--- src/logic/display_pkg.sv ---
// Display package with screen coordinates, display modes, key strobes and scene layout
package display_pkg;

	// Pixel coordinate on the raster
	typedef logic [9:0] coord_t;

	// What the gray output shows
	typedef enum logic [1:0] {
		mode_stereo = 2'd0,
		mode_depth  = 2'd1,
		mode_link   = 2'd2
	} display_mode_t;

	// Debounced single-cycle key presses
	typedef struct packed {
		logic level_up;
		logic level_down;
	} key_strobe_t;

	////////////////////////////////
	// Scene layout, upper bounds exclusive
	////////////////////////////////

	// Seesaw band
	localparam int seesaw_row_lo = 60;
	localparam int seesaw_row_hi = 100;
	localparam int seesaw_col_hi = 552;

	// Fixed and adjustable boxes share one row band
	localparam int box_row_lo   = 190;
	localparam int box_row_hi   = 290;
	localparam int fixed_col_lo = 170;
	localparam int fixed_col_hi = 270;
	localparam int adj_col_lo   = 370;
	localparam int adj_col_hi   = 470;

	// Bouncing box
	localparam int bounce_row_lo = 380;
	localparam int bounce_row_hi = 420;
	localparam int bounce_width  = 40;
	localparam int bounce_offset = 44;

	// Height of the fixed and bouncing boxes
	localparam logic [7:0] box_depth = 8'd144;

	// Top step of the adjustable box
	localparam int max_level = 27;

endpackage

--- src/logic/sirds_pkg.sv ---
// Stereogram pipeline package with stage payloads and the depth lookup tables
package sirds_pkg;

	// Out of depth_scene
	typedef struct packed {
		logic                valid;
		display_pkg::coord_t x;
		display_pkg::coord_t y;
		logic [7:0]          depth;
	} scene_px_t;

	// Out of separation_stage, partners may fall off the line
	typedef struct packed {
		logic                valid;
		display_pkg::coord_t x;
		display_pkg::coord_t y;
		logic [7:0]          depth;
		logic signed [10:0]  left;
		logic signed [10:0]  right;
	} pair_px_t;

	// Out of link_stage
	typedef struct packed {
		logic                valid;
		display_pkg::coord_t x;
		display_pkg::coord_t y;
		logic [7:0]          depth;
		display_pkg::coord_t link;
	} link_px_t;

	////////////////////////////////
	// Depth to eye separation
	////////////////////////////////

	localparam int sep_max = 80;
	localparam int sep_min = 8;

	typedef logic [7:0] sep_table_t [256];

	// Linear falloff, near objects get the narrower separation
	function automatic sep_table_t build_sep_table();
		sep_table_t t;
		int s;
		for (int d = 0; d < 256; d++)
		begin
			s = sep_max - (d * 5) / 32;
			t[d] = (s < sep_min) ? 8'(sep_min) : 8'(s);
		end
		return t;
	endfunction

	localparam sep_table_t sep_table = build_sep_table();

	// Adjustable box height per level step
	localparam logic [7:0] level_depth [display_pkg::max_level + 1] = '{
		8'd0,   8'd9,   8'd23,  8'd36,  8'd48,  8'd60,  8'd72,
		8'd83,  8'd94,  8'd105, 8'd115, 8'd125, 8'd135, 8'd144,
		8'd153, 8'd162, 8'd170, 8'd179, 8'd187, 8'd194, 8'd202,
		8'd209, 8'd217, 8'd224, 8'd231, 8'd237, 8'd244, 8'd250
	};

	// Random dot generator start state, any nonzero value
	localparam logic [30:0] lfsr_seed = 31'h5A3C_96E1;

endpackage

--- src/logic/separation_stage.sv ---
// Separation stage that looks up the eye separation and places the left and right partners
module separation_stage
	import sirds_pkg::*;
(
	input  logic      VGA_CTRL_CLK,
	input  logic      reset,
	input  scene_px_t in_px,
	output pair_px_t  out_px
);

	// First cycle holds the pixel and its separation
	scene_px_t s1_px;
	logic [7:0] sep;

	// Partner positions may run off either end
	logic signed [10:0] left_pos;
	logic signed [10:0] right_pos;

	////////////////////////////////
	// Table read
	////////////////////////////////

	always_ff @(posedge VGA_CTRL_CLK)
	begin
		if (reset)
			s1_px.valid <= 1'b0;
		else if (in_px.valid)
			s1_px <= in_px;
		else
			s1_px.valid <= 1'b0;
	end

	// Separation for the held pixel
	always_ff @(posedge VGA_CTRL_CLK)
	begin
		if (in_px.valid)
			sep <= sep_table[in_px.depth];
	end

	////////////////////////////////
	// Partner placement
	////////////////////////////////

	// Odd separation puts the extra pixel on the right
	always_comb
	begin
		left_pos  = {1'b0, s1_px.x} - {4'b0000, sep[7:1]};
		right_pos = {1'b0, s1_px.x} + {4'b0000, sep[7:1]} + {10'd0, sep[0]};
	end

	always_ff @(posedge VGA_CTRL_CLK)
	begin
		if (reset)
			out_px.valid <= 1'b0;
		else
		begin
			out_px.valid <= s1_px.valid;
			if (s1_px.valid)
			begin
				out_px.x     <= s1_px.x;
				out_px.y     <= s1_px.y;
				out_px.depth <= s1_px.depth;
				out_px.left  <= left_pos;
				out_px.right <= right_pos;
			end
		end
	end

endmodule

--- config.mk ---
export PLATFORM = sky130hd
export DESIGN_NAME = separation_stage
export DESIGN_NICKNAME = d
export VERILOG_FILES = /design/src/logic/display_pkg.sv /design/src/logic/sirds_pkg.sv /design/src/logic/separation_stage.sv
export SDC_FILE = /design/constraint.sdc
export NUM_CORES = 1
export LEC_CHECK = 0
export ABC_AREA = 1
export BUFFER_PORTS_ARGS = -buffer_cell sky130_fd_sc_hd__buf_2
export CORE_MARGIN = 1.5
export CORE_UTILIZATION = 54
export CTS_CLUSTER_SIZE = 12
export DETAILED_ROUTE_END_ITERATION = 7
export PLACE_DENSITY = 0.79
export SLEW_MARGIN = 5
export SYNTH_ARGS = -nofsm -noshare
export SYNTH_HDL_FRONTEND = slang
export SYNTH_SLANG_ARGS = --single-unit
--- constraint.sdc ---
create_clock -name VGA_CTRL_CLK -period 4.5 [get_ports VGA_CTRL_CLK]
set_clock_uncertainty 0.2 [all_clocks]
set_input_delay 0.225 -clock VGA_CTRL_CLK [delete_from_list [all_inputs] [get_ports VGA_CTRL_CLK]]
set_output_delay 0.225 -clock VGA_CTRL_CLK [all_outputs]
set_load 0.05 [all_outputs]
# == Word level (Yosys, flattened, before mapping) ==
# Memory sizes are Yosys's and may differ from the RTL's. A register that Yosys moved wholly into a read port is not among the register bits.
# Index checks and enable logic that the tools add are counted.
# totals
mem_count,1
input_bits,31
mem_bits_ro,2048
elab_cells,19
out_inout_bits,51
ram_bits,0
reg_bits,80
latch_bits,0
# classes
reduce_logical,2
n_addsub,3
multipliers,0
div,0
n_eq_ne,0
n_bitwise,2
n_shift,0
n_mux,1
order_cmp,0
# memory_table
memory,words,width,rd,rd_ports_with_merged_regs,write_ports,line,rtl
(name not given),256,8,1,1,0,separation_stage.sv:37,sep <= sep_table[in_px.depth];
# ops
cell,count
$add 10x7->11,1
$add 11x1->11,1
$sub 10x7->11,1
$not 8->9,1
$reduce_and 2->1,2
$mux 1,1
$not 1->1,1

# == Longest topological paths before layout ==
# Gate-level depths: netlist of the first run.
# logic_depth
word_depth,2
mapped_depth,11
ltp_nobuf,10

# == Worst setup path after synthesis of the first run ==
# No wires, ideal clock.
# synth_path
path_type,register to register
startpoint,register s1_px[28] (netlist bit)
endpoint,register out_px[0] (netlist bit) (enable)
required_ns,3.841
path_buffers,0
synth_period_minus_slack_ns,3.109
path_slack_ns,1.391
setup_ns,0.459
stages_incl_launch_ff,3
arrival_time_ns,2.450
path_cell_list,dfxtp_1 -> inv_1 -> nor2_1
# synth_via
elab_chain_len,1
# synth_rtl
item,line,rtl
"start, declared",separation_stage.sv:12,scene_px_t s1_px;
"start signal, assigned",separation_stage.sv:28,s1_px <= in_px;
$reduce_and 2->1 (no line),--,
"end, declared",separation_stage.sv:8,output pair_px_t out_px
# No other way between the ends.
# A chain may end at the register's enable or synchronous reset.

# == Worst setup path after layout of the first run ==
# layout_path
startpoint,register s1_px[18] (netlist bit)
endpoint,"register out_px[8] (netlist bit), data pin"
# layout_via
elab_chain_len,2
# layout_rtl
item,line,rtl
$add 10x7->11,separation_stage.sv:48,"right_pos = {1'b0, s1_px.x} + {4'b0000, sep[7:1]} + {10'd0, sep[0]};"
$add 11x1->11,separation_stage.sv:48,
via right_pos[8],separation_stage.sv:17,logic signed [10:0] right_pos;
# The timed path passes the listed nets, and every way through them passes these cells.

==> results of run 1 <==
-- final cells by class --
class	count	area [um2]	share of cell area, %
Clock buffer	11	131	2.82
Clock inverter	5	33.8	0.725
Inverter	45	176	3.79
Multi-Input combinational cell	156	916	19.7
Sequential cell	87	2590	55.6
Tap cell	80	100	2.15
Timing Repair Buffer	112	711	15.2
-- cells by family (layout without fill, tap and decap cells) --
kind of cell,count (synthesis),in the layout
AO/OA/AOI/OAI,19,19
XOR/XNOR,9,9
adder cells (fa/ha/maj),14,14
buffers and inverters,52,173
flip-flops,87,87
AND/OR/NAND/NOR,114,114
-- critical path, stage by stage (launching register included) --
cell and delay, ns:
edfxtp_1 0.34, inv_1 0.07, fa_1 0.48, fa_1 0.42, nand3b_1 0.19, nand2_2 0.10, nand3_1 0.10, nand3_1 0.09
nand2_1 0.06
-- state kept, by name, indices dropped and copies added, names as in the netlist --
| signal | cells |
|---|---|
| sep | 7 |
| out_px | 51 |
| s1_px | 29 |
-- through the flow --
step | instance area, um2 | hold slack (ns)
2_1_floorplan | 3730 | 0.0974
3_3_place_gp | 4210 | 0.201
3_5_place_dp | 4210 | 0.203
6_report | 4660 | 0.0262
4_1_cts | 4660 | 0.0151
5_1_grt | 4660 | 0.0244
-- power breakdown --
group          switching [mW]  internal [mW]  total [mW]
combinational           0.197          0.102       0.299
sequential             0.0184          0.950       0.968
clock                   0.258          0.201       0.459
total                   0.474           1.25        1.73
-- per-layer routing --
layer / track usage, % / share of wire, % / vias up / routed length, um
met3: 3.27 / 4.8 / 8 / 308
met5: 0 / 0 / - / 0
met2: 31.9 / 52 / 82 / 3300
met4: 9.82 / 1.5 / 0 / 94
met1: 21.3 / 42 / 1105 / 2680
li1: - / - / 1218 / -
-- layout by cell type, fill, tap and decap left out, types with 3 or more instances in the layout --
master          n
a21oi_1         5
a21oi_2         3
buf_2          81
clkbuf_8        9
dlygate4sd3_1  29
edfxtp_1       85
fa_1            3
ha_1           11
inv_1          39
inv_2           4
nand2_1        63
nand2_2         4
nand3_1        21
nand4_1         4
nor2_1         13
o21ai_0         3
o21ai_1         3
xor2_1          7
-- what timing repair did --
action	4_1_cts	5_1_grt
setup buffers	0	0
hold endpoints to repair	30	0
hold buffers	29	0
-- path summary, 6_finish.rpt --
path	from	end	slack, ns	cells past startpoint
setup / recovery	s1_px[18]$_DFFE_PP_	out_px[8]$_DFFE_PP_	2.22	8
hold / removal	in_px[28]	sep[6]$_SDFFCE_PP0P_	0.03	1
setup reg to reg	s1_px[18]$_DFFE_PP_	out_px[8]$_DFFE_PP_	2.22	8
hold reg to reg	s1_px[14]$_DFFE_PP_	out_px[36]$_DFFE_PP_	0.22	0
==> impl_results.md, run 1 <==
* Io pins at 82
* Simple-gate share of the synthesized area at 13.3%
* Largest net degree at the start of global routing at 50
* XOR/XNOR Fraction of Synth Area at 2.11%
* Slew Limit Fails at 0
* Rel. slew slack at 59.6%
* Via count at 2,413
* Die height at 86.2 um
* Count leader, synth: edfxtp_1
* Non-Filler Instances at 496
* CTS Root Cell: clkbuf_8
* Worst-path clk slew at 0.09 ns
* Synth top cells by count: 85 x edfxtp_1, 63 x nand2_1, 39 x inv_1
* Synth async-reset ratio at 0%
* Longest Clk Path Bufs at 2
* Total CTS buffers at 9
* Via density per instance at 4.86
* Synthesized Nets at 340
* DR iter-0 viols at 155
* Core Util, Final at 69.0%
* Most used flip-flop cell after synthesis: edfxtp_1
* TritonCTS clock tree: yes
* Synth Area in Compound Gates at 3.55%
* Yosys reg bits at 87
* Register area share after synthesis at 69.4%
* Number of fill cells in the layout at 509
* Worst-Margin Slew at 0.606 ns
* Cell Area, Synth at 0.00373 mm2
* CTS H-Tree Depth at 3
* CP Class: register to register
* Post-synth EDFFs at 85
* Antenna violations before repair at 0
* Syn avg cell area at 12.7 um2
* Data required, critical path at 4.41 ns
* Antenna cells at 0
* Post-Place Cells at 451
* Critical Path Start Type: register
* Post-synth top area share at 68.4%
* Worst EP arrival at 2.19 ns
* Final Power at 1.73 mW
* Vias in the first global route at 2,360
* PD cells at 370 mW/mm2
* Hold crit path type: primary input to register
* DRC viols at 0
* Synth Warn # at 0
* LEAKAGE at 2.03 nW
* Nets@finish at 456
* Final HPWL DP at 4.42 mm
* Peak supply drop at 0.172 mV
* CP endpoint kind: register
* # Max-Cap Violations at 0
* Final hold violations at 0
* Part of the cycle the worst path needs at 50.7%
* Clock period minus worst slack at 2.28 ns
* Area growth syn-to-layout at 24.8%
* Mux contribution to synthesized area at 0%
* Largest family of logic cells by synthesized area: simple AND/OR/NAND/NOR gates
* Setup ws final at 2.22 ns
* Outcome: completed
* Total GRT Usage at 18.2%
* Layout cell share with drive strength beyond 1 at 28.4%
* FMAX at 438 MHz
* Grt ovf at 0
* Synth area leaders: edfxtp_1 68%, nand2_1 6.3%, inv_1 3.9%, ha_1 3.7%, nand3_1 2.8%
* Setup TNS at 0 ns
* Cts repair resizes at 0
* Cell taking the most area after synthesis: edfxtp_1
* Placer Congestion at 0.955
* Die width at 86.2 um
* Setup violators final at 0
* Place WS at 2.22 ns
* Die ar. at 0.00742 mm2
* Core area at 0.00676 mm2
* I/O Buffers at 81
* First-pass GRT wire length at 10.1 mm
* CTS Sinks at 87
* Synth cell types at 33
* Final wirelength at 6.39 mm
* Worst-Skew Late Latency at 0.34 ns
* Synth Instances at 295
* Count of TritonRoute iterations in the first routing pass at 4
* Avg WL per Cell at 12.9 um
* Routed Antenna Nets at 0
* Post-Synth Adder-Cell Area at 5.29%
* Crit-path max FO at 3
* Initial cell density of the core at 55.3%
* RSZ-0062 raised after global routing: false
* Rows at 30
(Power assumes the default switching activity.)
==> inputs of run 2 (changes only) <==
==> constraint.sdc (replaced) <==
create_clock -name VGA_CTRL_CLK -period 2.2 [get_ports VGA_CTRL_CLK]
set_clock_uncertainty 0.2 [all_clocks]
set_input_delay 0.11 -clock VGA_CTRL_CLK [delete_from_list [all_inputs] [get_ports VGA_CTRL_CLK]]
set_output_delay 0.11 -clock VGA_CTRL_CLK [all_outputs]
set_load 0.05 [all_outputs]
==> run 2 against run 1 <==
  * Non-clock buffer count is 7 higher
  * Largest cell class unchanged
  * Fmax is 8.1% higher
  * Global-route usage is 0.36 points higher
  * Cell count is 1.4% higher
  * Sequential power is 100% higher
  * Hold slack better by 0.20 ns
  * Clock power is 140% higher
  * Critical path depth stayed put
==> impl_results.md, run 2 (same netlist as run 1, synthesis figures left out) <==
* Placer Congestion at 0.853 (-11%)
* CTS H-Tree Depth at 3 (unchanged)
* Count of TritonRoute iterations in the first routing pass at 4 (unchanged)
* Final hold violations at 0 (unchanged)
* Worst EP arrival at 2.10 ns (-0.09 ns)
* Total GRT Usage at 18.6% (+0.36 points)
* PD cells at 778 mW/mm2 (+110%)
* Slowest-stage cell, CP: fa_2
* Most frequent cells in the layout: 85 x edfxtp_1, 81 x buf_2, 63 x nand2_1
* Via density per instance at 4.89 (+0.45%)
* Longest Clk Path Bufs at 2 (unchanged)
* Rows at 30 (unchanged)
* Vias in the first global route at 2,361 (+0.042%)
* Rel. slew slack at 71.2% (+12 points)
* Post-Place Cells at 455 (+0.89%)
* Critical Path Start Type: register
* I/O Buffers at 81 (unchanged)
* Peak supply drop at 0.350 mV (+100%)
* Die height at 86.2 um (unchanged)
* First-pass GRT wire length at 10.2 mm (+0.27%)
* DR iter-0 viols at 85 (-45%)
* Part of the cycle the worst path needs at 95.9% (+45 points)
* Setup violators final at 0 (unchanged)
* Max reg flops at 51 (unchanged)
* Worst-path clk slew at 0.08 ns (about the same)
* LEAKAGE at 2.07 nW (+2.1%)
* Nets@finish at 463 (+1.5%)
* Core area at 0.00676 mm2 (unchanged)
* Clock period minus worst slack at 2.11 ns (-0.170 ns)
* Worst path max stage delay at 0.40 ns (-0.08 ns)
* Final HPWL DP at 4.58 mm (+3.8%)
* Hold crit path type: register to register
* Routed Antenna Nets at 0 (unchanged)
* Avg WL per Cell at 13.0 um (+0.71%)
* Reg2reg setup slack at 0.09 ns (-2.13 ns)
* Largest net degree at the start of global routing at 32 (-36%)
* Io pins at 82 (unchanged)
* Worst-Margin Slew at 0.432 ns (-0.173 ns)
* Area growth syn-to-layout at 27.5%
* Initial cell density of the core at 55.3% (unchanged)
* CTS Sinks at 87 (unchanged)
* Most common cell after layout, fill and taps aside: edfxtp_1
* CP Class: register to register
* Outcome: completed
* CP endpoint kind: register
* Layout cell share with drive strength beyond 1 at 30.0% (+1.7 points)
* # Max-Cap Violations at 0 (unchanged)
* Antenna violations before repair at 0 (unchanged)
* Worst-path cell chain: inv_1, fa_2, fa_2, nand3b_1, nand2_2, nand2_1, nand2_1, xor2_1
* Setup TNS at 0 ns (unchanged)
* Largest register by flop count: out_px
* Total CTS buffers at 9 (unchanged)
* Worst-Skew Late Latency at 0.35 ns (about the same)
* Data required, critical path at 2.19 ns (-2.22 ns)
* CTS Root Cell: clkbuf_8
* FMAX at 474 MHz (+8.1%)
* Setup ws final at 0.0892 ns (-2.13 ns)
* Place WS at -0.00678 ns (-2.22 ns)
* Core Util, Final at 70.5% (+1.5 points)
* Crit-path max FO at 3 (unchanged)
* TritonCTS clock tree: yes
* Via count at 2,458 (+1.9%)
* Die width at 86.2 um (unchanged)
* RSZ-0062 raised after global routing: false
* Non-Filler Instances at 503 (+1.4%)
* Slew Limit Fails at 0 (unchanged)
* DRC viols at 0 (unchanged)
* Final wirelength at 6.52 mm (+2.1%)
* Die ar. at 0.00742 mm2 (unchanged)
* Grt ovf at 0 (unchanged)
* Antenna cells at 0 (unchanged)
* Top flop regs: out_px (51), s1_px (29), sep (7)
==> run 2: changes by cell type in the layout (fill, tap and decap cells not counted), sizes merged <==
cell / previous run / this run
clkinv: 3 / 2
clkinvlp: 2 / 3
buf: 83 / 88
dlygate4sd3: 29 / 31
bufinv: 0 / 1
clkbuf: 11 / 10
==> run 2: stage by stage <==
step	hold slack (ns)	power, mW	area, um2
2_1_floorplan	-0.0176	2.46	3740
3_3_place_gp	0.0861	2.58	4240
3_5_place_dp	0.0881	2.60	4240
4_1_cts	0.224	3.72	4750
5_1_grt	0.232	3.87	4760
6_report	0.223	3.70	4760
==> run 2: worst max-delay path, delay by kind of cell, from the launching register on <==
family,cells,cell delay (ns)
adder cells (fa/ha/maj),2,0.74
flip-flops,1,0.35
AND/OR/NAND/NOR,4,0.40
buffers and inverters,1,0.08
XOR/XNOR,1,0.18
==> run 2: area by class of cell <==
| class | count | area [um2] |
|---|---|---|
| fillers | 485 | 2000 |
| multi-input cells | 156 | 926 |
| clock buffers | 10 | 128 |
| clock inverters | 6 | 70.1 |
| inverters | 45 | 176 |
| well taps | 80 | 100 |
| flip-flops and latches | 87 | 2590 |
| repair buffers | 119 | 768 |
==> run 2: worst paths after layout <==
check,from,end,cells after the start
hold / removal,s1_px[9]$_DFFE_PP_,out_px[31]$_DFFE_PP_,0
setup reg to reg,s1_px[18]$_DFFE_PP_,out_px[6]$_DFFE_PP_,8
setup / recovery,s1_px[18]$_DFFE_PP_,out_px[6]$_DFFE_PP_,8
hold reg to reg,s1_px[9]$_DFFE_PP_,out_px[31]$_DFFE_PP_,0
==> run 2: power by group <==
part / switching, mW / internal, mW
Combinational: 0.411 / 0.224
Clock: 0.553 / 0.530
Sequential: 0.0398 / 1.94
==> run 2: metal layers <==
| layer | share of wire [%] | vias up | global-route usage (%) |
|---|---|---|---|
| li1 | - | 1233 | - |
| met4 | 2.5 | 0 | 8.94 |
| met1 | 42 | 1135 | 21.5 |
| met2 | 51 | 74 | 32.2 |
| met3 | 4.6 | 16 | 4.81 |
| met5 | 0 | - | 0 |
==> run 2: timing repair <==
item,in CTS,in global routing
pin swaps,0,2
endpoints found under the hold margin,44,0
hold buffers,31,0
resized for setup,1,2
setup buffers,0,1
setup endpoints to repair,3,3
