$ cat src/logic/display_pkg.sv
// Display package with screen coordinates, display modes, key strobes and scene layout
package display_pkg;

	// Pixel coordinate on the raster
	typedef logic [9:0] coord_t;

	// What the gray output shows
	typedef enum logic [1:0] {
		mode_stereo = 2'd0,
		mode_depth  = 2'd1,
		mode_link   = 2'd2
	} display_mode_t;

	// Debounced single-cycle key presses
	typedef struct packed {
		logic level_up;
		logic level_down;
	} key_strobe_t;

	////////////////////////////////
	// Scene layout, upper bounds exclusive
	////////////////////////////////

	// Seesaw band
	localparam int seesaw_row_lo = 60;
	localparam int seesaw_row_hi = 100;
	localparam int seesaw_col_hi = 552;

	// Fixed and adjustable boxes share one row band
	localparam int box_row_lo   = 190;
	localparam int box_row_hi   = 290;
	localparam int fixed_col_lo = 170;
	localparam int fixed_col_hi = 270;
	localparam int adj_col_lo   = 370;
	localparam int adj_col_hi   = 470;

	// Bouncing box
	localparam int bounce_row_lo = 380;
	localparam int bounce_row_hi = 420;
	localparam int bounce_width  = 40;
	localparam int bounce_offset = 44;

	// Height of the fixed and bouncing boxes
	localparam logic [7:0] box_depth = 8'd144;

	// Top step of the adjustable box
	localparam int max_level = 27;

endpackage

$ cat src/logic/sirds_pkg.sv
// Stereogram pipeline package with stage payloads and the depth lookup tables
package sirds_pkg;

	// Out of depth_scene
	typedef struct packed {
		logic                valid;
		display_pkg::coord_t x;
		display_pkg::coord_t y;
		logic [7:0]          depth;
	} scene_px_t;

	// Out of separation_stage, partners may fall off the line
	typedef struct packed {
		logic                valid;
		display_pkg::coord_t x;
		display_pkg::coord_t y;
		logic [7:0]          depth;
		logic signed [10:0]  left;
		logic signed [10:0]  right;
	} pair_px_t;

	// Out of link_stage
	typedef struct packed {
		logic                valid;
		display_pkg::coord_t x;
		display_pkg::coord_t y;
		logic [7:0]          depth;
		display_pkg::coord_t link;
	} link_px_t;

	////////////////////////////////
	// Depth to eye separation
	////////////////////////////////

	localparam int sep_max = 80;
	localparam int sep_min = 8;

	typedef logic [7:0] sep_table_t [256];

	// Linear falloff, near objects get the narrower separation
	function automatic sep_table_t build_sep_table();
		sep_table_t t;
		int s;
		for (int d = 0; d < 256; d++)
		begin
			s = sep_max - (d * 5) / 32;
			t[d] = (s < sep_min) ? 8'(sep_min) : 8'(s);
		end
		return t;
	endfunction

	localparam sep_table_t sep_table = build_sep_table();

	// Adjustable box height per level step
	localparam logic [7:0] level_depth [display_pkg::max_level + 1] = '{
		8'd0,   8'd9,   8'd23,  8'd36,  8'd48,  8'd60,  8'd72,
		8'd83,  8'd94,  8'd105, 8'd115, 8'd125, 8'd135, 8'd144,
		8'd153, 8'd162, 8'd170, 8'd179, 8'd187, 8'd194, 8'd202,
		8'd209, 8'd217, 8'd224, 8'd231, 8'd237, 8'd244, 8'd250
	};

	// Random dot generator start state, any nonzero value
	localparam logic [30:0] lfsr_seed = 31'h5A3C_96E1;

endpackage

$ cat src/logic/depth_scene.sv
// Scene depth stage, turns each strobed pixel coordinate into a depth from the built-in scene
module depth_scene
	import display_pkg::*, sirds_pkg::*;
(
	input  logic        VGA_CTRL_CLK,
	input  logic        reset,
	input  logic        pixel_strobe,
	input  coord_t      x,
	input  coord_t      y,
	input  key_strobe_t keys,
	output scene_px_t   px
);

	logic [31:0] frame_count;
	logic [4:0]  level;

	// Scene helpers
	logic [7:0]  ramp;
	logic [16:0] seesaw_prod;
	logic [8:0]  bounce_pos;
	logic [10:0] bounce_lo;
	logic [10:0] x_ext;
	logic [7:0]  depth;

	////////////////////////////////
	// Frame and level state
	////////////////////////////////

	// One tick per frame, on the top left pixel
	always_ff @(posedge VGA_CTRL_CLK)
	begin
		if (reset)
			frame_count <= '0;
		else if (pixel_strobe && x == '0 && y == '0)
			frame_count <= frame_count + 32'd1;
	end

	// Level steps with saturation
	// Down has priority when both keys strobe together
	always_ff @(posedge VGA_CTRL_CLK)
	begin
		if (reset)
			level <= '0;
		else if (keys.level_down)
		begin
			if (level != '0)
				level <= level - 5'd1;
		end
		else if (keys.level_up)
		begin
			if (level != 5'(max_level))
				level <= level + 5'd1;
		end
	end

	////////////////////////////////
	// Scene rules
	////////////////////////////////

	always_comb
	begin
		// Seesaw tilt swings up then down with frame bit 25
		ramp = frame_count[25] ? frame_count[24:17] : 8'd255 - frame_count[24:17];
		// Half x times tilt, scaled by 1/256 below
		seesaw_prod = x[9:1] * ramp;

		// Bouncing box sweeps right, then mirrors back
		bounce_pos = frame_count[26] ? frame_count[25:17] : 9'd511 - frame_count[25:17];
		bounce_lo  = 11'(bounce_offset) + {2'b00, bounce_pos};
		x_ext      = {1'b0, x};

		// Background
		depth = 8'd0;

		if (y >= seesaw_row_lo && y < seesaw_row_hi)
		begin
			if (x < seesaw_col_hi)
				depth = 8'(seesaw_prod >> 8);
		end
		else if (y >= box_row_lo && y < box_row_hi)
		begin
			if (x >= fixed_col_lo && x < fixed_col_hi)
				depth = box_depth;
			else if (x >= adj_col_lo && x < adj_col_hi)
				depth = level_depth[level];
		end
		else if (y >= bounce_row_lo && y < bounce_row_hi)
		begin
			if (x_ext >= bounce_lo && x_ext < bounce_lo + 11'(bounce_width))
				depth = box_depth;
		end
	end

	// Stage register
	always_ff @(posedge VGA_CTRL_CLK)
	begin
		if (reset)
			px.valid <= 1'b0;
		else
		begin
			px.valid <= pixel_strobe;
			if (pixel_strobe)
			begin
				px.x     <= x;
				px.y     <= y;
				px.depth <= depth;
			end
		end
	end

endmodule

$ cat config.mk
export PLATFORM = sky130hd
export DESIGN_NAME = depth_scene
export DESIGN_NICKNAME = d
export VERILOG_FILES = /design/src/logic/display_pkg.sv /design/src/logic/sirds_pkg.sv /design/src/logic/depth_scene.sv
export SDC_FILE = /design/constraint.sdc
export NUM_CORES = 1
export LEC_CHECK = 0
export BUFFER_PORTS_ARGS = -buffer_cell sky130_fd_sc_hd__buf_4
export CAP_MARGIN = 5
export CELL_PAD_IN_SITES_DETAIL_PLACEMENT = 1
export CELL_PAD_IN_SITES_GLOBAL_PLACEMENT = 1
export CORE_MARGIN = 2
export CORE_UTILIZATION = 47
export DETAILED_ROUTE_END_ITERATION = 10
export GPL_TIMING_DRIVEN = 0
export PLACE_DENSITY_LB_ADDON = 0.1
export SYNTH_ARGS = -nofsm -noshare
export SYNTH_HDL_FRONTEND = slang
export SYNTH_SLANG_ARGS = --single-unit
$ cat constraint.sdc
create_clock -name VGA_CTRL_CLK -period 5.8 [get_ports VGA_CTRL_CLK]
set_clock_uncertainty 0.2 [all_clocks]
set_input_delay 0.58 -clock VGA_CTRL_CLK [delete_from_list [all_inputs] [get_ports VGA_CTRL_CLK]]
set_output_delay 0.58 -clock VGA_CTRL_CLK [all_outputs]
set_load 0.005 [all_outputs]
# ---- Yosys cells after proc, flatten, opt, wreduce, memory -nomap -nowiden
# Memory sizes are Yosys's and may differ from the RTL's.
# Index checks and enable logic that the tools add are counted.
dict set report word_totals {
  ff_bits 66
  rom_bits 256
  inputBits 25
  output_inout_bits 29
  elab_cells 63
  memories 1
}
# memory depth word_bits read_ports rd_clocked_by_memory_dff write_ports line_no
set memory_table {}
lappend memory_table {{(no name shown)} 32 8 1 0 0 depth_scene.sv:85} ;# depth = level_depth[level];
dict set report op_classes {
  add_sub_neg 7
  multipliers 1
  order_cmp 14
  eq_ne 2
  muxes 15
  n_bitwise 2
  reduce_logical 15
}
# operator n
set ops {}
lappend ops {{8-bit 2-to-1 mux} 10}
lappend ops {{10-bit by 9-bit < comparator with 1-bit output (second input constant)} 4}
lappend ops {{32-bit by 1-bit adder with 32-bit output (second input constant)} 1}
lappend ops {{10-bit by 8-bit >= comparator with 1-bit output (second input constant)} 2}
lappend ops {{10-bit by 9-bit >= comparator with 1-bit output (second input constant)} 2}
lappend ops {{10-bit zero test} 2}
lappend ops {{5-bit 2-to-1 mux} 4}
lappend ops {{9-bit by 8-bit multiplier with 16-bit output} 1}
lappend ops {{10-bit by 6-bit adder with 11-bit output (second input constant)} 1}
lappend ops {{10-bit by 11-bit < comparator with 1-bit output} 1}
lappend ops {{6-bit by 9-bit adder with 10-bit output (first input constant)} 1}
lappend ops {{10-bit >= comparator} 1}
lappend ops {{10-bit by 6-bit >= comparator with 1-bit output (second input constant)} 1}
lappend ops {{10-bit < comparator (second input constant)} 1}
lappend ops {{10-bit by 7-bit < comparator with 1-bit output (second input constant)} 1}
lappend ops {{9-bit 2-to-1 mux} 1}
lappend ops {{9-bit subtractor (first input constant)} 1}
lappend ops {{1-bit logical AND} 8}
lappend ops {{8-bit subtractor (first input constant)} 1}
lappend ops {{6-bit >= comparator (second input constant)} 1}
lappend ops {{5-bit NOT with 6-bit output} 1}
lappend ops {{5-bit by 1-bit adder with 5-bit output (second input constant)} 1}
lappend ops {{5-bit inequality test (second input constant)} 1}
lappend ops {{5-bit nonzero test} 1}
lappend ops {{6 further kinds} 7}

# ---- Longest topological paths before layout
# Gate-level depths: netlist (run 1).
dict set report depth {
  ltp_word 10
  depth_mapped 18
}

# ---- Worst setup path after synthesis (run 1)
# Ideal clock, no wire load.
dict set report synth_timing {
  path_kind {reg2reg}
  start {register frame_count[25]}
  end {register px[5] (netlist name) (data pin)}
  setup_time_ns 0.262
  arrival_ns 4.695
  required_ns 5.338
  setup_slack_ns 0.643
  stages_incl_launch_ff 17
  n_path_buf 1
  cell_sequence {dfxtp_1 > buf_1 > xnor2_1 > and2_1 > fa_1 > fa_1 > fa_1 > inv_1 > fa_1 > inv_1 > ha_1 > a21oi_1 > o21ai_0 > or3_1 > o221ai_1 > xor2_1 > o21ai_0}
}
dict set report synth_via {
  elab_chain_len 4
}
# element line_no
set synth_lines {}
lappend synth_lines {{start, declared} depth_scene.sv:14} ;# logic [31:0] frame_count;
lappend synth_lines {{start signal, assigned} depth_scene.sv:35} ;# frame_count <= frame_count + 32'd1;
lappend synth_lines {{8-bit 2-to-1 mux} depth_scene.sv:63} ;# ramp = frame_count[25] ? frame_count[24:17] : 8'd255 - frame_count[24:17];
lappend synth_lines {{9-bit by 8-bit multiplier with 16-bit output} depth_scene.sv:65} ;# seesaw_prod = x[9:1] * ramp;
lappend synth_lines {{8-bit 2-to-1 mux} depth_scene.sv:77} ;# if (x < seesaw_col_hi)
lappend synth_lines {{8-bit 2-to-1 mux} depth_scene.sv:75} ;# if (y >= seesaw_row_lo && y < seesaw_row_hi)
lappend synth_lines {{named net depth[5]} depth_scene.sv:23} ;# logic [7:0] depth;
lappend synth_lines {{end, declared} depth_scene.sv:11} ;# output scene_px_t px
# The timed path passes the listed nets, and every way through them passes these cells.
# A chain may end at the register's enable or synchronous reset.

# ---- Worst setup path in the final report (run 1)
dict set report layout_timing {
  start {register frame_count[25]}
  end {register px[7] (netlist name) (data pin)}
}
dict set report layout_via {
  elab_chain_len 10
  word_cells_on_any_way 14
}
# element line_no
set layout_lines {}
lappend layout_lines {{9-bit subtractor} depth_scene.sv:68} ;# bounce_pos = frame_count[26] ? frame_count[25:17] : 9'd511 - frame_count[25:17];
lappend layout_lines {{9-bit 2-to-1 mux} depth_scene.sv:68}
lappend layout_lines {{6-bit by 9-bit adder with 10-bit output} depth_scene.sv:69} ;# bounce_lo = 11'(bounce_offset) + {2'b00, bounce_pos};
lappend layout_lines {{10-bit by 6-bit adder with 11-bit output} depth_scene.sv:89} ;# if (x_ext >= bounce_lo && x_ext < bounce_lo + 11'(bounce_width))
lappend layout_lines {{10-bit by 11-bit < comparator with 1-bit output} depth_scene.sv:89}
lappend layout_lines {{1-bit logical AND} depth_scene.sv:89}
lappend layout_lines {{8-bit 2-to-1 mux} depth_scene.sv:89}
lappend layout_lines {{8-bit 2-to-1 mux} depth_scene.sv:87} ;# else if (y >= bounce_row_lo && y < bounce_row_hi)
lappend layout_lines {{8-bit 2-to-1 mux} depth_scene.sv:80} ;# else if (y >= box_row_lo && y < box_row_hi)
lappend layout_lines {{8-bit 2-to-1 mux (*)} depth_scene.sv:75}
lappend layout_lines {{named net depth[7]} depth_scene.sv:23}
# Mark *: on every way through the listed nets, which the timed path passes. The rest lies on a longest branch.

==> results of run 1 <==
==> stage by stage <==
step	cells	setup slack [ns]	utilization, %
2_1_floorplan	682	0.6432	-
3_3_place_gp	906	-0.2418	53.14
3_5_place_dp	906	-0.3054	53.19
4_1_cts	922	0.08893	55.79
5_1_grt	922	0.01886	56.16
6_report	922	0.1770	56.16
==> cell families (layout without fill, tap and decap cells) <==
kind of cell    count (synthesis)  after routing  synth area share [%]
mux                             7              7                 1.409
compound gates                109            109                 11.68
flops                          61             61                 24.50
xor+xnor                       58             58                 8.291
fa+ha+maj                     104            104                 26.22
buf+inv                       102            170                 6.473
simple gates                  241            241                 21.42
==> synth_stat cells (13+ instances only) <==
cell      number
nand2_1       32
fa_1          41
a21oi_1       23
xor2_1        27
o21ai_0       26
clkbuf_1      20
xnor2_1       31
nor2_1        53
nand4_1       13
nor3_1        14
nor2b_1       16
ha_1          62
and2_1        50
edfxtp_1      28
inv_1         70
dfxtp_1       33
nand3_1       19
==> flip-flops by register name (all words and copies together), names as in the netlist <==
signal / count
frame_count: 27
level: 5
px: 29
==> path summary, 6_finish.rpt <==
| kind | start | to | slack [ns] |
|---|---|---|---|
| worst max register to register | frame_count[25]$_SDFFE_PP0P_ | px[7]$_DFFE_PP_ | 0.18 |
| worst max-delay path | frame_count[25]$_SDFFE_PP0P_ | px[7]$_DFFE_PP_ | 0.18 |
| worst min register to register | frame_count[11]$_SDFFE_PP0P_ | frame_count[11]$_SDFFE_PP0P_ | 0.32 |
| worst min-delay path | y[0] | px[8]$_DFFE_PP_ | 0.25 |
==> layout make-up <==
class | count | area (um2)
Buffer | 32 | 137.6
Clock buffer | 10 | 250.2
Clock inverter | 6 | 42.54
Fill cell | 1515 | 5555
Inverter | 70 | 262.8
Multi-Input combinational cell | 519 | 4315
Sequential cell | 61 | 1501
Tap cell | 172 | 215.2
Timing Repair Buffer | 52 | 390.4
==> layer usage <==
metal / vias to the layer above / global-route usage [%] / share of wire (%)
met3: 29 / 3.909 / 3.2
li1: 2460 / - / -
met2: 88 / 42.20 / 49
met1: 2539 / 32.04 / 45
met5: - / 0 / 0
met4: 0 / 10.09 / 2.6
==> power by group <==
group | switching, mW | total, mW | internal [mW]
sequential | 0.0204 | 0.500 | 0.479
clock | 0.217 | 0.534 | 0.317
combinational | 0.814 | 1.38 | 0.568
total | 1.05 | 2.42 | 1.36
==> summary.md, run 1 <==
| Metric | Value |
|---|---|
| ANT nets after route | 0 |
| Total number of clock tree sinks | between 60 and 70 |
| Clock transition at the register clock pins on the worst setup and hold paths after CTS | ~0.060 ns |
| Fraction of layout cells with a size suffix above 1 | roughly an eighth |
| Slowest CP cell | fa_1 |
| Std-Cell Rows | between 40 and 50 |
| Slew at the pin closest to its max-slew limit | around 0.86 ns |
| Status | completed |
| Achievable Freq | between 150 and 200 MHz |
| Wire length per cell after detailed routing | ~18 um |
| CP endpoint kind | flip-flop |
| Count of nets after finishing | approximately 870 |
| CTS tree | built |
| Full die area | between 10000 and 15000 um2 |
| Worst path most repeated cell | fa_1 |
| Power density relative to cell area | 339.4 nW/um2 |
| Hold path depth | 1 |
| Gp weighted congestion | 0.8423 |
| Buffers added on ports | 52 |
| Post-synthesis average cell area | 8.984 um2 |
| Crit. path cell count | 15 |
| Fin crit share | between 90 and 100% |
| Share of flip-flops with an asynchronous set or reset | 0% |
| HPWL after detailed placement | 12960 um |
| Cells after synthesis | just under 700 |
| Slew Viols, Final | 0 |
| Via count of the first global-routing pass | between 5000 and 6000 |
| Top post-synthesis cells by area | edfxtp_1 (14%), fa_1 (13%), ha_1 (13%) |
| Number of DRC violations after detailed routing | 0 |
| List of cells traversed by the critical path | buf_4, xnor2_4, nand2_1, fa_1, fa_1, inv_1, fa_1, fa_1, ha_1, nand2_1, o21ai_0, nor2_2, o31ai_2, a311o_1, nand3_1 |
| WP data required | approximately 5.7 ns |
| Commonest non-fill, non-tap cells in the layout | inv_1 (70), ha_1 (62), buf_4 (53) |
| Most frequent standard cell in the layout excluding fill and tap cells | inv_1 |
| Hold/Removal Path Class | in2reg |
| Largest stage delay, worst path | 0.55 ns |
| RSZ-0062 raised after global routing | no |
| Die height | between 100 and 150 um |
| Final setup violation count | 0 |
| Deepest clock path buffer count | 2 |
| Post-route standard cell area excluding fillers | 7116 um2 |
| EDFF count, synth | 28 |
| Initial Utilization | a little under 50% |
| Largest net degree at the start of global routing | 29 |
| Static Leakage | about 3 nW |
| Critical Setup Path Class | reg2reg |
| Number of DRC violations after detailed-routing iteration 0 | roughly 240 |
| Quantity of hold-fixing buffers added after cts | 0 |
| Count of warnings emitted by yosys | 0 |
| Floorplan core area | approximately 13000 um2 |
| Clock root buffer | clkbuf_16 |
| Hold Fails Final Rpt | 0 |
| Synth top area share | 13.72% |
| Number of antenna violations at the first check in global routing | 0 |
| Category of the worst setup path launch point | flip-flop |
| All-Layer GR Usage | about a quarter |
| Chip width | 118.2 um |
| Placed instance area | slightly below 7000 um2 |
| Total wire length after detailed routing | roughly 17000 um |
| Number of vias per cell after detailed routing | about 5.5 |
| CTS-repair resized insts | 6 |
| CP Data Arrival Time | 5.49 ns |
| Final min period | between 5 and 6 ns |
| Post-synthesis instance area | 6127 um2 |
| Count of pins on the block boundary | 54 |
| Count of vias placed by the detailed router | 5116 |
| Max-cap check violation count | 0 |
| Iteration count of the initial detailed-routing pass | 6 |
| Largest area contributor in the netlist | edfxtp_1 |
| Global-route wire length before repair | between 20000 and 30000 um |
| Synth unique cells | 66 |
| Post-CTS Repair Setup Buffers | 0 |
| Design Power | around 2.4 mW |
| Maximum vdd drop | between 0.0002 and 0.0003 V |
| Antenna diodes | 0 |
| Number of nets produced by synthesis | just over 800 |
| Fraction of the yosys area taken by sequential cells | about a quarter |
| Main flop type after synthesis | dfxtp_1 |
| Buffers and inverters on the worst path | 2 |
| Total clock buffers created by CTS | 9 |
| GR Overflow Total | 0 |
| H-tree depth | 3 |
| Post-route worst hold slack | around 0.25 ns |
| Worst-case reg-to-reg path depth | 15 |
| Area overhead of the layout relative to synthesis | 16.13% |
| Kind of cell adding the most delay to the critical path | adder cells |
| Total Negative Setup Slacks | 0 ns |
| Flip-flop and latch count after synthesis | between 60 and 70 |
| Max FO, Critical Path | 10 |
| Clock latency at the later pin of the worst-skew pair | 0.34 ns |
| Remaining max-slew budget at the tightest pin | 42.42% |
Power figures use the tool's default switching activity.
==> inputs of run 2 (changes only) <==
--- a/config.mk
+++ b/config.mk
@@ -13,7 +13,8 @@
 export CORE_UTILIZATION = 47
 export DETAILED_ROUTE_END_ITERATION = 10
 export GPL_TIMING_DRIVEN = 0
-export PLACE_DENSITY_LB_ADDON = 0.1
+export PLACE_DENSITY_LB_ADDON = 0.2
+export RECOVER_POWER = 25
 export SYNTH_ARGS = -nofsm -noshare
 export SYNTH_HDL_FRONTEND = slang
 export SYNTH_SLANG_ARGS = --single-unit
==> run 2 against run 1 <==
Routed wire length decreased by 1.1%. Count of clock-buffer cells in the layout decreased by 1. Non-clock buffer count unchanged. Critical path depth increased by 1. Worst setup slack improved by 0.044 ns. Register-to-register slack improved by 0.04 ns. Via count increased by 0.23%. Combinational power about the same. Clock power decreased by 4.5%. Fmax increased by 0.78%. Largest cell class unchanged. Largest power group unchanged.
==> summary.md, run 2 (synthesized netlist as in run 1, its figures left out) <==
| Metric | Value |
|---|---|
| Status | completed |
| Number of filler cells placed in the layout | 1519 (+0.26%) |
| Power density relative to cell area | 336.1 nW/um2 (-0.98%) |
| Clock latency at the later pin of the worst-skew pair | 0.34 ns (about the same) |
| Chip width | 118.2 um (unchanged) |
| Slack of the critical path | 0.2206 ns (+0.04360 ns) |
| Gp weighted congestion | 0.8436 (+0.15%) |
| Busiest layer in global routing | met2 |
| Critical Setup Path Class | reg2reg |
| Number of DRC violations after detailed routing | 0 (unchanged) |
| CTS tree | built |
| ANT nets after route | 0 (unchanged) |
| Via count of the first global-routing pass | 5555 (-0.090%) |
| GR Overflow Total | 0 (unchanged) |
| Most frequent standard cell in the layout excluding fill and tap cells | inv_1 |
| Die height | 118.2 um (unchanged) |
| Count of vias placed by the detailed router | 5128 (+0.23%) |
| Area overhead of the layout relative to synthesis | 14.58% |
| Total number of clock tree sinks | 61 (unchanged) |
| Largest reg by FF count | px |
| All-Layer GR Usage | 25.11% (+0.077 points) |
| GR Util met2 | 42.99% (+0.79 points) |
| Max-cap check violation count | 0 (unchanged) |
| Met1 track demand over resource | 32.59% (+0.55 points) |
| Fraction of layout cells with a size suffix above 1 | 10.40% (-2.8 points) |
| Count of pins on the block boundary | 54 (unchanged) |
| Number of antenna violations at the first check in global routing | 0 (unchanged) |
| Post-route standard cell area excluding fillers | 7020 um2 (-1.3%) |
| Initial Utilization | 48.36% (unchanged) |
| Total clock buffers created by CTS | 9 (unchanged) |
| Count of nets after finishing | 873 (unchanged) |
| Slew at the pin closest to its max-slew limit | 0.8838 ns (+0.02199 ns) |
| Hold/Removal Path Class | reg2reg |
| Largest net degree at the start of global routing | 29 (unchanged) |
| Fin crit share | 96.20% (-0.75 points) |
| Max FO, Critical Path | 10 (unchanged) |
| Slowest CP cell | fa_1 |
| Wire length per cell after detailed routing | 18.10 um (-1.1%) |
| Post-CTS Repair Setup Buffers | 0 (unchanged) |
| Kind of cell adding the most delay to the critical path | adder cells |
| WP data required | 5.81 ns (+0.14 ns) |
| H-tree depth | 3 (unchanged) |
| Category of the worst setup path launch point | flip-flop |
| Final setup violation count | 0 (unchanged) |
| List of cells traversed by the critical path | buf_4, xnor2_2, and2_1, fa_1, fa_1, fa_1, inv_1, fa_1, inv_1, ha_1, a211oi_1, o21ai_0, a21oi_1, o31ai_2, a311o_1, nand3_1 |
| Placement-stage worst setup slack | -0.3402 ns (-0.03487 ns) |
| Largest stage delay, worst path | 0.55 ns (about the same) |
| Buffers and inverters on the worst path | 3 (+1) |
| Maximum vdd drop | 0.0002686 V (+3.3%) |
| Final min period | 5.579 ns (-0.04360 ns) |
| Remaining max-slew budget at the tightest pin | 40.95% (-1.5 points) |
| Max reg flops | 29 (unchanged) |
| Total wire length after detailed routing | 16690 um (-1.1%) |
| Total Negative Setup Slacks | 0 ns (unchanged) |
| Antenna diodes | 0 (unchanged) |
| Static Leakage | 2.918 nW (-2.6%) |
| Post-layout util | 55.41% (-0.75 points) |
| Deepest clock path buffer count | 2 (unchanged) |
| Commonest non-fill, non-tap cells in the layout | inv_1 (70), ha_1 (62), nor2_1 (53) |
| Met3 track demand over resource | 3.523% (-0.39 points) |
| Cell Count Post-Placement | 906 (unchanged) |
| Clock root buffer | clkbuf_16 |
| Std-Cell Rows | 41 (unchanged) |
| Global-route wire length before repair | 28010 um (+0.15%) |
| Iteration count of the initial detailed-routing pass | 4 (-2) |
| Placed instance area | 6740 um2 (unchanged) |
| Floorplan core area | 12670 um2 (unchanged) |
| Worst path most repeated cell | fa_1 |
| CP Data Arrival Time | 5.59 ns (+0.10 ns) |
| Non-Filler Instances | 922 (unchanged) |
| Quantity of hold-fixing buffers added after cts | 0 (unchanged) |
| Top Registers | px (29), frame_count (27), level (5) |
| Clock transition at the register clock pins on the worst setup and hold paths after CTS | 0.06 ns (about the same) |
| Number of DRC violations after detailed-routing iteration 0 | 198 (-17%) |
| Full die area | 13970 um2 (unchanged) |
| Buffers added on ports | 52 (unchanged) |
| CP endpoint kind | flip-flop |
| Hold Fails Final Rpt | 0 (unchanged) |
| Achievable Freq | 179.2 MHz (+0.78%) |
| HPWL after detailed placement | 12760 um (-1.5%) |
| Slew Viols, Final | 0 (unchanged) |
| Number of vias per cell after detailed routing | 5.562 (+0.23%) |
-- run 2: changes by cell type in the layout (fill, tap and decap cells not counted), moves of 2 or more --
cell and change:
buf_4 -27, clkbuf_4 +7, clkbuf_1 +20, clkinv_2 +2
-- run 2: path summary, 6_finish.rpt --
path	from	end	slack [ns]	cells after the start
hold reg to reg	frame_count[1]$_SDFFE_PP0P_	frame_count[1]$_SDFFE_PP0P_	0.30	2
hold / removal	frame_count[1]$_SDFFE_PP0P_	frame_count[1]$_SDFFE_PP0P_	0.30	2
setup reg to reg	frame_count[25]$_SDFFE_PP0P_	px[7]$_DFFE_PP_	0.22	16
setup / recovery	frame_count[25]$_SDFFE_PP0P_	px[7]$_DFFE_PP_	0.22	16
-- run 2: power breakdown --
group	total [mW]	switching, mW	leakage (nW)	internal [mW]
Clock	0.510	0.218	0.141	0.291
Sequential	0.499	0.0200	0.534	0.479
Combinational	1.35	0.792	2.24	0.559
Total	2.36	1.03	2.92	1.33
-- run 2: per-stage QoR --
stage	hold slack (ns)	total power, mW
2_1_floorplan	0.2661	1.483
3_3_place_gp	0.2776	1.769
3_5_place_dp	0.2987	1.832
4_1_cts	0.2298	2.373
5_1_grt	0.3285	2.570
6_report	0.2996	2.359
-- run 2: per-layer routing --
layer	vias up	wire, um
met1	2566	7678
li1	2461	-
met4	0	260
met2	87	8234
met5	-	0
met3	14	512
-- run 2: repair_timing --
action / in CTS / in global routing
endpoints found under the hold margin: 0 / 0
gates resized for setup: 6 / 6
gates cloned: 0 / 0
setup endpoints to repair: 8 / 3
-- run 2: worst reg2reg max path: cells and delay by family (launching register included) --
kind            cells  cell delay (ns)
simple gates        2             0.33
xor+xnor            1             0.46
compound gates      5             1.33
flops               1             0.40
fa+ha+maj           5             2.36
buf+inv             3             0.36
-- run 2: final cells by class --
type                    count  area [um2]  share of cell area [%]
clock inverters             7       50.05                  0.7129
clock buffers               9       225.2                   3.208
inverters                  70       262.8                   3.743
flip-flops and latches     61        1501                   21.39
plain buffers              32       137.6                   1.960
well taps                 172       215.2                   3.065
multi-input cells         519        4313                   61.43
repair buffers             52       315.3                   4.491
